## config.mk

```make
export PLATFORM = sky130hd
export DESIGN_NAME = cpuTop
export DESIGN_NICKNAME = d
export VERILOG_FILES = /design/src/logic/cpuPkg.sv /design/src/logic/ctrlIf.sv /design/src/logic/alu.sv /design/src/logic/control.sv /design/src/logic/cpuTop.sv /design/src/logic/pcCounter.sv /design/src/logic/regFile.sv /design/src/logic/seqFsm.sv
export SDC_FILE = /design/constraint.sdc
export NUM_CORES = 1
export LEC_CHECK = 0
export ABC_AREA = 1
export BUFFER_PORTS_ARGS = -buffer_cell sky130_fd_sc_hd__buf_4
export CAP_MARGIN = 40
export CORE_MARGIN = 2
export CORE_UTILIZATION = 29
export DETAILED_ROUTE_END_ITERATION = 7
export PLACE_DENSITY = 0.43
export SYNTH_ARGS = -nofsm -noshare
export SYNTH_HDL_FRONTEND = slang
export SYNTH_SLANG_ARGS = --single-unit
```

## constraint.sdc

```tcl
create_clock -name clk -period 8.69 [get_ports clk]
set_input_delay 0 -clock clk [delete_from_list [all_inputs] [get_ports clk]]
set_output_delay 0 -clock clk [all_outputs]
set_load 0.005 [all_outputs]
```

## src/logic/cpuPkg.sv

```systemverilog
package cpuPkg;

        localparam int DataWidth    = 16;
        localparam int RegCount     = 8;
        localparam int RegAddrWidth = 3;

        // Opcode field, instr[15:11]
        localparam logic [4:0] OpHalt   = 5'b00000;
        localparam logic [4:0] OpNop    = 5'b00001;
        localparam logic [4:0] OpJ      = 5'b00100;
        localparam logic [4:0] OpJr     = 5'b00101;
        localparam logic [4:0] OpJal    = 5'b00110;
        localparam logic [4:0] OpJalr   = 5'b00111;
        localparam logic [4:0] OpAddi   = 5'b01000;
        localparam logic [4:0] OpSubi   = 5'b01001;
        localparam logic [4:0] OpXori   = 5'b01010;
        localparam logic [4:0] OpAndni  = 5'b01011;
        localparam logic [4:0] OpBeqz   = 5'b01100;
        localparam logic [4:0] OpBnez   = 5'b01101;
        localparam logic [4:0] OpBltz   = 5'b01110;
        localparam logic [4:0] OpBgez   = 5'b01111;
        localparam logic [4:0] OpSlbi   = 5'b10010;
        localparam logic [4:0] OpRoli   = 5'b10100;
        localparam logic [4:0] OpSlli   = 5'b10101;
        localparam logic [4:0] OpRori   = 5'b10110;
        localparam logic [4:0] OpSrli   = 5'b10111;
        localparam logic [4:0] OpLbi    = 5'b11000;
        localparam logic [4:0] OpShiftR = 5'b11010;  // ROL SLL ROR SRL by funct
        localparam logic [4:0] OpAluR   = 5'b11011;  // ADD SUB XOR ANDN by funct
        localparam logic [4:0] OpSeq    = 5'b11100;
        localparam logic [4:0] OpSlt    = 5'b11101;
        localparam logic [4:0] OpSle    = 5'b11110;
        localparam logic [4:0] OpSco    = 5'b11111;

        localparam logic [3:0] AluAdd   = 4'd0;
        localparam logic [3:0] AluXor   = 4'd1;
        localparam logic [3:0] AluAndn  = 4'd2;
        localparam logic [3:0] AluRol   = 4'd3;
        localparam logic [3:0] AluSll   = 4'd4;
        localparam logic [3:0] AluRor   = 4'd5;
        localparam logic [3:0] AluSrl   = 4'd6;
        localparam logic [3:0] AluSeq   = 4'd7;
        localparam logic [3:0] AluSlt   = 4'd8;
        localparam logic [3:0] AluSle   = 4'd9;
        localparam logic [3:0] AluSco   = 4'd10;
        localparam logic [3:0] AluPassB = 4'd11;
        localparam logic [3:0] AluSlbi  = 4'd12;

        localparam logic       SrcAlu    = 1'b0;
        localparam logic       SrcPcNext = 1'b1;

        localparam logic [1:0] BSrcReg  = 2'd0;
        localparam logic [1:0] BSrcImm5 = 2'd1;
        localparam logic [1:0] BSrcImm8 = 2'd2;

        localparam logic [1:0] DstRd = 2'd0;
        localparam logic [1:0] DstRs = 2'd1;
        localparam logic [1:0] DstR7 = 2'd2;

        localparam logic [2:0] BrNone = 3'd0;
        localparam logic [2:0] BrEqz  = 3'd1;
        localparam logic [2:0] BrNez  = 3'd2;
        localparam logic [2:0] BrLtz  = 3'd3;
        localparam logic [2:0] BrGez  = 3'd4;
        localparam logic [2:0] BrJump = 3'd5;

endpackage

```

## src/logic/ctrlIf.sv

```systemverilog
`timescale 1ns/1ps

interface ctrlIf;

        logic       regWrt;
        logic [1:0] regDst;
        logic       regSrc;
        logic [1:0] bSrc;     // Register, imm5 or imm8
        logic       zeroExt;
        logic       invA;
        logic       invB;
        logic       cin;
        logic [3:0] aluOpr;
        logic       aluJmp;   // Target from Rs, not from PC
        logic [2:0] brMode;
        logic       halt;
        logic       err;

        modport dec (
                output regWrt, regDst, regSrc, bSrc, zeroExt, invA, invB, cin,
                output aluOpr, aluJmp, brMode, halt, err
        );

        modport dp (
                input regWrt, regDst, regSrc, bSrc, zeroExt, invA, invB, cin,
                input aluOpr, aluJmp, brMode, halt, err
        );

endinterface

```

## src/logic/alu.sv

```systemverilog
`timescale 1ns/1ps

module alu (
        ctrlIf.dp                             ctrl,
        input  logic [15:0]                   instr,
        input  logic [cpuPkg::DataWidth-1:0] rsVal,
        input  logic [cpuPkg::DataWidth-1:0] rtVal,
        output logic [cpuPkg::DataWidth-1:0] result
);

        localparam int W = cpuPkg::DataWidth;

        logic [W-1:0]   imm5Ext;
        logic [W-1:0]   imm8Ext;
        logic [W-1:0]   bOp;
        logic [W-1:0]   a;
        logic [W-1:0]   b;
        logic [W:0]     sum;
        logic [2*W-1:0] rolWide;
        logic [2*W-1:0] rorWide;

        assign imm5Ext = ctrl.zeroExt ? {{(W-5){1'b0}}, instr[4:0]} :
                                        {{(W-5){instr[4]}}, instr[4:0]};
        assign imm8Ext = {{(W-8){instr[7]}}, instr[7:0]};

        always_comb begin
                case (ctrl.bSrc)
                        cpuPkg::BSrcImm5: bOp = imm5Ext;
                        cpuPkg::BSrcImm8: bOp = imm8Ext;
                        default:          bOp = rtVal;
                endcase
        end

        assign a       = ctrl.invA ? ~rsVal : rsVal;
        assign b       = ctrl.invB ? ~bOp : bOp;
        assign sum     = {1'b0, a} + {1'b0, b} + {{W{1'b0}}, ctrl.cin};
        assign rolWide = {a, a} << b[3:0];
        assign rorWide = {a, a} >> b[3:0];

        always_comb begin
                case (ctrl.aluOpr)
                        cpuPkg::AluAdd:   result = sum[W-1:0];
                        cpuPkg::AluXor:   result = a ^ b;
                        cpuPkg::AluAndn:  result = a & b;       // B already inverted
                        cpuPkg::AluRol:   result = rolWide[2*W-1:W];
                        cpuPkg::AluSll:   result = a << b[3:0];
                        cpuPkg::AluRor:   result = rorWide[W-1:0];
                        cpuPkg::AluSrl:   result = a >> b[3:0];
                        cpuPkg::AluSeq:   result = {{(W-1){1'b0}}, a == b};
                        cpuPkg::AluSlt:   result = {{(W-1){1'b0}}, $signed(a) < $signed(b)};
                        cpuPkg::AluSle:   result = {{(W-1){1'b0}}, $signed(a) <= $signed(b)};
                        cpuPkg::AluSco:   result = {{(W-1){1'b0}}, sum[W]};
                        cpuPkg::AluPassB: result = b;
                        cpuPkg::AluSlbi:  result = {a[W-9:0], b[7:0]};
                        default:          result = '0;
                endcase
        end

endmodule

```

## src/logic/control.sv

```systemverilog
`timescale 1ns/1ps

module control (
        input  logic [15:0] instr,
        ctrlIf.dec          ctrl
);

        logic [4:0] op;
        logic [1:0] funct;

        assign op    = instr[15:11];
        assign funct = instr[1:0];

        always_comb begin
                ctrl.regWrt  = 1'b0;
                ctrl.regDst  = cpuPkg::DstRd;
                ctrl.regSrc  = cpuPkg::SrcAlu;
                ctrl.bSrc    = cpuPkg::BSrcReg;
                ctrl.zeroExt = 1'b0;
                ctrl.invA    = 1'b0;
                ctrl.invB    = 1'b0;
                ctrl.cin     = 1'b0;
                ctrl.aluOpr  = cpuPkg::AluAdd;
                ctrl.aluJmp  = 1'b0;
                ctrl.brMode  = cpuPkg::BrNone;
                ctrl.halt    = 1'b0;
                ctrl.err     = 1'b0;

                case (op)
                        cpuPkg::OpHalt: ctrl.halt = 1'b1;
                        cpuPkg::OpNop: ;                  // Nothing changes

                        cpuPkg::OpAddi, cpuPkg::OpSubi: begin
                                ctrl.regWrt = 1'b1;
                                ctrl.bSrc   = cpuPkg::BSrcImm5;
                                ctrl.invA   = (op == cpuPkg::OpSubi);  // Imm minus Rs
                                ctrl.cin    = (op == cpuPkg::OpSubi);
                        end
                        cpuPkg::OpXori, cpuPkg::OpAndni: begin
                                ctrl.regWrt  = 1'b1;
                                ctrl.bSrc    = cpuPkg::BSrcImm5;
                                ctrl.zeroExt = 1'b1;
                                ctrl.invB    = (op == cpuPkg::OpAndni);
                                ctrl.aluOpr  = (op == cpuPkg::OpAndni) ?
                                               cpuPkg::AluAndn : cpuPkg::AluXor;
                        end
                        cpuPkg::OpRoli, cpuPkg::OpSlli, cpuPkg::OpRori, cpuPkg::OpSrli: begin
                                ctrl.regWrt  = 1'b1;
                                ctrl.bSrc    = cpuPkg::BSrcImm5;
                                ctrl.zeroExt = 1'b1;
                                case (op[1:0])
                                        2'b00:   ctrl.aluOpr = cpuPkg::AluRol;
                                        2'b01:   ctrl.aluOpr = cpuPkg::AluSll;
                                        2'b10:   ctrl.aluOpr = cpuPkg::AluRor;
                                        default: ctrl.aluOpr = cpuPkg::AluSrl;
                                endcase
                        end

                        cpuPkg::OpAluR: begin
                                ctrl.regWrt = 1'b1;
                                case (funct)
                                        2'b00: ctrl.aluOpr = cpuPkg::AluAdd;
                                        2'b01: begin        // Rt minus Rs
                                                ctrl.invA = 1'b1;
                                                ctrl.cin  = 1'b1;
                                        end
                                        2'b10: ctrl.aluOpr = cpuPkg::AluXor;
                                        default: begin
                                                ctrl.invB   = 1'b1;
                                                ctrl.aluOpr = cpuPkg::AluAndn;
                                        end
                                endcase
                        end
                        cpuPkg::OpShiftR: begin
                                ctrl.regWrt = 1'b1;
                                case (funct)
                                        2'b00:   ctrl.aluOpr = cpuPkg::AluRol;
                                        2'b01:   ctrl.aluOpr = cpuPkg::AluSll;
                                        2'b10:   ctrl.aluOpr = cpuPkg::AluRor;
                                        default: ctrl.aluOpr = cpuPkg::AluSrl;
                                endcase
                        end
                        cpuPkg::OpSeq, cpuPkg::OpSlt, cpuPkg::OpSle, cpuPkg::OpSco: begin
                                ctrl.regWrt = 1'b1;
                                case (op[1:0])
                                        2'b00:   ctrl.aluOpr = cpuPkg::AluSeq;
                                        2'b01:   ctrl.aluOpr = cpuPkg::AluSlt;
                                        2'b10:   ctrl.aluOpr = cpuPkg::AluSle;
                                        default: ctrl.aluOpr = cpuPkg::AluSco;
                                endcase
                        end

                        cpuPkg::OpBeqz: ctrl.brMode = cpuPkg::BrEqz;
                        cpuPkg::OpBnez: ctrl.brMode = cpuPkg::BrNez;
                        cpuPkg::OpBltz: ctrl.brMode = cpuPkg::BrLtz;
                        cpuPkg::OpBgez: ctrl.brMode = cpuPkg::BrGez;

                        cpuPkg::OpLbi, cpuPkg::OpSlbi: begin
                                ctrl.regWrt = 1'b1;
                                ctrl.regDst = cpuPkg::DstRs;
                                ctrl.bSrc   = cpuPkg::BSrcImm8;
                                ctrl.aluOpr = (op == cpuPkg::OpLbi) ?
                                              cpuPkg::AluPassB : cpuPkg::AluSlbi;
                        end

                        cpuPkg::OpJ, cpuPkg::OpJr, cpuPkg::OpJal, cpuPkg::OpJalr: begin
                                ctrl.brMode = cpuPkg::BrJump;
                                ctrl.aluJmp = op[0];        // JR and JALR
                                if (op[1]) begin            // Link into R7
                                        ctrl.regWrt = 1'b1;
                                        ctrl.regDst = cpuPkg::DstR7;
                                        ctrl.regSrc = cpuPkg::SrcPcNext;
                                end
                        end

                        default: ctrl.err = 1'b1;   // Includes memory and exception ops
                endcase
        end

endmodule

```

## src/logic/cpuTop.sv

```systemverilog
`timescale 1ns/1ps

module cpuTop (
        input  logic        clk,
        input  logic        rstN,
        input  logic [15:0] instr,
        input  logic        instrValid,
        output logic        fetchReq,
        output logic [15:0] pc,
        output logic        wbValid,
        output logic [2:0]  wbReg,
        output logic [15:0] wbData,
        output logic        halted,
        output logic        err
);

        ctrlIf ctrl ();

        logic [15:0] instrReg;
        logic [15:0] rsVal;
        logic [15:0] rtVal;
        logic [15:0] aluResult;
        logic [15:0] pcNext;
        logic        loadInstr;
        logic        execEn;

        always_ff @(posedge clk) begin
                if (loadInstr)
                        instrReg <= instr;
        end

        always_comb begin
                case (ctrl.regDst)
                        cpuPkg::DstRs: wbReg = instrReg[10:8];
                        cpuPkg::DstR7: wbReg = cpuPkg::RegAddrWidth'(cpuPkg::RegCount - 1);
                        default:       wbReg = (instrReg[15:14] == 2'b11) ? instrReg[4:2] :
                                                                             instrReg[7:5];
                endcase
        end
        // R-format opcodes all start 11 and keep Rd in bits 4:2

        assign wbData  = (ctrl.regSrc == cpuPkg::SrcPcNext) ? pcNext : aluResult;
        assign wbValid = execEn & ctrl.regWrt;

        control uControl (.instr(instrReg), .ctrl(ctrl));

        seqFsm uSeq (
                .clk(clk), .rstN(rstN), .instrValid(instrValid), .ctrl(ctrl),
                .fetchReq(fetchReq), .loadInstr(loadInstr), .execEn(execEn),
                .halted(halted), .err(err)
        );

        pcCounter uPc (
                .clk(clk), .rstN(rstN), .execEn(execEn), .ctrl(ctrl),
                .rsVal(rsVal), .instr(instrReg), .pc(pc), .pcNext(pcNext)
        );

        regFile uRegs (
                .clk(clk), .rstN(rstN), .wrEn(wbValid), .wrAddr(wbReg), .wrData(wbData),
                .rdAddrA(instrReg[10:8]), .rdAddrB(instrReg[7:5]), .rdA(rsVal), .rdB(rtVal)
        );

        alu uAlu (
                .ctrl(ctrl), .instr(instrReg), .rsVal(rsVal), .rtVal(rtVal),
                .result(aluResult)
        );

endmodule

```

## src/logic/pcCounter.sv

```systemverilog
`timescale 1ns/1ps

module pcCounter (
        input  logic                          clk,
        input  logic                          rstN,
        input  logic                          execEn,
        ctrlIf.dp                             ctrl,
        input  logic [cpuPkg::DataWidth-1:0] rsVal,
        input  logic [15:0]                   instr,
        output logic [cpuPkg::DataWidth-1:0] pc,
        output logic [cpuPkg::DataWidth-1:0] pcNext
);

        logic [cpuPkg::DataWidth-1:0] imm8Ext;
        logic [cpuPkg::DataWidth-1:0] disp11Ext;
        logic [cpuPkg::DataWidth-1:0] target;
        logic                         taken;

        assign pcNext    = pc + cpuPkg::DataWidth'(2);
        assign imm8Ext   = {{(cpuPkg::DataWidth-8){instr[7]}}, instr[7:0]};
        assign disp11Ext = {{(cpuPkg::DataWidth-11){instr[10]}}, instr[10:0]};

        always_comb begin
                case (ctrl.brMode)
                        cpuPkg::BrEqz:  taken = (rsVal == '0);
                        cpuPkg::BrNez:  taken = (rsVal != '0);
                        cpuPkg::BrLtz:  taken = rsVal[cpuPkg::DataWidth-1];
                        cpuPkg::BrGez:  taken = ~rsVal[cpuPkg::DataWidth-1];
                        cpuPkg::BrJump: taken = 1'b1;
                        default:        taken = 1'b0;
                endcase
        end

        always_comb begin
                if (ctrl.aluJmp)
                        target = rsVal + imm8Ext;           // JR, JALR
                else if (ctrl.brMode == cpuPkg::BrJump)
                        target = pcNext + disp11Ext;        // J, JAL
                else
                        target = pcNext + imm8Ext;
        end

        always_ff @(posedge clk or negedge rstN) begin
                if (!rstN)
                        pc <= '0;
                else if (execEn)
                        pc <= taken ? target : pcNext;
        end

endmodule

```

## src/logic/regFile.sv

```systemverilog
`timescale 1ns/1ps

module regFile (
        input  logic                             clk,
        input  logic                             rstN,
        input  logic                             wrEn,
        input  logic [cpuPkg::RegAddrWidth-1:0] wrAddr,
        input  logic [cpuPkg::DataWidth-1:0]    wrData,
        input  logic [cpuPkg::RegAddrWidth-1:0] rdAddrA,
        input  logic [cpuPkg::RegAddrWidth-1:0] rdAddrB,
        output logic [cpuPkg::DataWidth-1:0]    rdA,
        output logic [cpuPkg::DataWidth-1:0]    rdB
);

        logic [cpuPkg::DataWidth-1:0] regs [cpuPkg::RegCount];

        assign rdA = regs[rdAddrA];
        assign rdB = regs[rdAddrB];

        always_ff @(posedge clk or negedge rstN) begin
                if (!rstN) begin
                        for (int i = 0; i < cpuPkg::RegCount; i++)
                                regs[i] <= '0;
                end else if (wrEn) begin
                        regs[wrAddr] <= wrData;     // R0 writes like any other
                end
        end

endmodule

```

## src/logic/seqFsm.sv

```systemverilog
`timescale 1ns/1ps

module seqFsm (
        input  logic clk,
        input  logic rstN,
        input  logic instrValid,
        ctrlIf.dp    ctrl,
        output logic fetchReq,
        output logic loadInstr,
        output logic execEn,
        output logic halted,
        output logic err
);

        typedef enum logic [1:0] {StFetch, StWait, StExec, StStop} stateT;

        stateT state;
        stateT stateNext;
        logic  stop;

        assign stop      = ctrl.halt | ctrl.err;
        assign loadInstr = (state == StWait) & instrValid;
        assign execEn    = (state == StExec);

        always_comb begin
                stateNext = state;
                case (state)
                        StFetch: if (fetchReq) stateNext = StWait;  // Extra cycle after reset
                        StWait:  if (instrValid) stateNext = StExec;
                        StExec:  stateNext = stop ? StStop : StFetch;
                        default: stateNext = StStop;
                endcase
        end

        always_ff @(posedge clk or negedge rstN) begin
                if (!rstN) begin
                        state    <= StFetch;
                        fetchReq <= 1'b0;
                        halted   <= 1'b0;
                        err      <= 1'b0;
                end else begin
                        state    <= stateNext;
                        fetchReq <= (stateNext == StFetch);
                        if (execEn && stop)
                                halted <= 1'b1;     // Sticky until reset
                        if (execEn && ctrl.err)
                                err <= 1'b1;
                end
        end

endmodule

```

==> flow_metrics.tcl <==
set metrics [dict create \
    status "finished, final reports clean" \
    rsz0062_at_grt "false" \
    start_util_pct 29.50 \
    final_cell_mix "nand2_1 (1018), nand3_1 (362), inv_1 (183), dfrtp_1 (149), nor2_1 (131)" \
    cp_slowest_stage_delay_ns 0.84 \
    io_pins 58 \
    slowest_stage "ha_1" \
    grt_overflow 0 \
    skew_ns 0.01197 \
    coreArea_um2 52870 \
    clock-sinks 165 \
    cp.arrival_ns 7.02 \
    rows 84 \
    hold_path_class "primary input to asynchronous set/reset pin" \
    drt_iter0_markers 1666 \
    power-per-cell-area_nw_per_um2 90.32 \
    seq_area_um2 4209 \
    max_freq_ghz 0.1425 \
    htreeDepth 4 \
    syn_area_per_cell_um2 6.121 \
    syn_to_final_growth_pct 12.36 \
    synth_edf_count 16 \
    grt_pass1_wl_um 108700 \
    grt_util_all_layers_pct 25.99 \
    fp.dieArea_um2 55660 \
    period_minus_slack_ns 7.015 \
    synth_cell_types 53 \
    cap_violations 0 \
    yosysWarnings 0 \
    die_y_um 235.9 \
    synth_seq_cells 165 \
    tightest_slew_ns 0.9233 \
    worst_ep_required_time_ns 8.69 \
    slew_headroom_pct 38.35 \
    synthArstFlopShare_pct 90.30 \
    grt_pass1_vias 16830 \
    num_vias 17460 \
    cts_buffers 17 \
    dpl.hpwl_um 52270 \
    syn_inst 2548 \
    via_per_inst 5.327 \
    synth-main-ff-cell "dfrtp_1" \
    dp.cells 3226 \
    fin_setup_tns_ns 0 \
    io_buffers 57 \
    seq_area_frac_synth_pct 26.99 \
    nNetsFinal 2677 \
    cts_tree "done" \
    setup.worst_path.class "flop to primary output" \
    fin_cells 3277 \
    irDropWorstVdd_mv 0.1384 \
    diodes 0 \
    wl_per_cell_um 22.01 \
    worstPathMaxFanout 20 \
    setup_violations 0 \
    clk_pin_slew_ns 0.07 \
    multi_input_comb_area_um2 10140 \
    hold_viol_final 0 \
    final_antenna_net_count 0 \
    clockBufferDepth 2 \
    end_kind "primary output" \
    n_fill_cell 5945 \
    slew_viol_final 0 \
    clk_latency_ns 0.49 \
    drc 0 \
    layout_commonest_cell "nand2_1" \
    die_width_um 235.9 \
    drive_gt1_share_pct 8.652 \
    clock-root-buffer "clkbuf_16" \
    post-route-period-util_pct 80.73 \
    synth_area_um2 15600 \
    p_leak_nw 9.023 \
    globalplace.congestion 0.9483 \
    grt_max_degree 61 \
    routed_wl_um 72120 \
    startpoint_type "flop" \
    antenna_found_initial 0 \
    synth_nets 2649 \
    first_pass_iters 6 \
]
==> critical path, delay by kind of cell, from the launching register on <==
family	cells	cell delay [ns]
buffers and inverters	8	1.33
AO/OA/AOI/OAI	2	0.36
flip-flops	1	0.40
adder cells (fa/ha/maj)	3	1.65
AND/OR/NAND/NOR	17	2.78
==> synthesized netlist by cell type, drive strengths merged (8+ instances only) <==
master | n | area share, %
edfxtp | 16 | 3.1
a31oi | 10 | 0.40
inv | 212 | 5.1
o211ai | 19 | 0.91
nor4 | 8 | 0.32
clkbuf | 40 | 0.96
nor2 | 149 | 3.9
nor3 | 22 | 0.83
nand4 | 13 | 0.52
a22oi | 12 | 0.58
xnor2 | 12 | 0.67
xor2 | 28 | 1.6
buf | 60 | 2.0
ha | 79 | 6.3
nand3 | 364 | 12
dfrtp | 149 | 24
nand2 | 1049 | 26
o21ai | 123 | 4.1
a21oi | 122 | 4.0
==> what timing repair did <==
item,4_1_cts,5_1_grt
hold buffers,19,0
hold endpoints to repair,171,0
resized for setup,0,0
setup buffers,0,0
==> metal layers <==
layer / track usage, % / share of wire, %
met5: 0 / 0
met4: 8.743 / 3.0
met3: 3.827 / 5.5
met2: 43.14 / 47
met1: 34.46 / 44
==> layout make-up <==
| class | instances | share of cell area [%] |
|---|---|---|
| Multi-Input combinational cell | 2070 | 57.84 |
| Sequential cell | 165 | 24.02 |
| Timing Repair Buffer | 109 | 5.447 |
| Tap cell | 688 | 4.912 |
| Inverter | 213 | 4.562 |
| Clock buffer | 18 | 2.506 |
| Clock inverter | 14 | 0.7211 |
==> per-stage QoR <==
stage | power (W) | setup WS (ns) | hold WS, ns | util, % | instance area [µm²]
after detailed placement | 0.0008198 | 2.251 | -0.08756 | 31.70 | 16760
after CTS | 0.001605 | 1.715 | 0.01282 | 33.15 | 17530
after global placement | 0.0008165 | 2.412 | 0.1669 | 31.46 | 16630
after floorplan | 0.0007933 | 4.119 | -0.2956 | - | 15600
after global routing | 0.001644 | 1.175 | 0.03096 | 33.15 | 17530
final | 0.001583 | 1.675 | 0.03967 | 33.15 | 17530
==> registers in the layout, indices dropped and copies added, names as in the netlist <==
register,flops
uSeq.err,1
uPc.pc,16
uSeq.fetchReq,1
uSeq.state,2
uSeq.halted,1
instrReg,16
uRegs.regs,128
==> worst paths after layout <==
check | startpoint | endpoint | slack (ns) | depth (start not counted)
min in group clk | instr[13] | instrReg[13] | 0.23 | 2
worst min-delay path | rstN | uRegs.regs[79] | 0.04 | 3
max in group asynchronous | rstN | uRegs.regs[45] | 8.12 | 4
worst max-delay path | instrReg[11] | wbData[0] | 1.67 | 30
worst max register to register | instrReg[11] | uRegs.regs[0] | 2.11 | 31
worst min register to register | uSeq.err | uSeq.err | 0.47 | 2
==> cell families after synthesis <==
| kind of cell | count (synthesis) | share of synthesized area (%) |
|---|---|---|
| compound gates | 329 | 12.30 |
| buf+inv | 313 | 8.046 |
| flops | 165 | 26.99 |
| fa+ha+maj | 82 | 6.722 |
| xor+xnor | 40 | 2.246 |
| simple gates | 1619 | 43.70 |
==> where the power goes <==
part,leakage [nW],internal [W],switching (W)
clock network,0.279,0.000404,0.000368
registers,2.22,0.000778,0
logic,6.53,0.0000143,0.0000189
total,9.02,0.00120,0.000387
(Power assumes the default switching activity.)
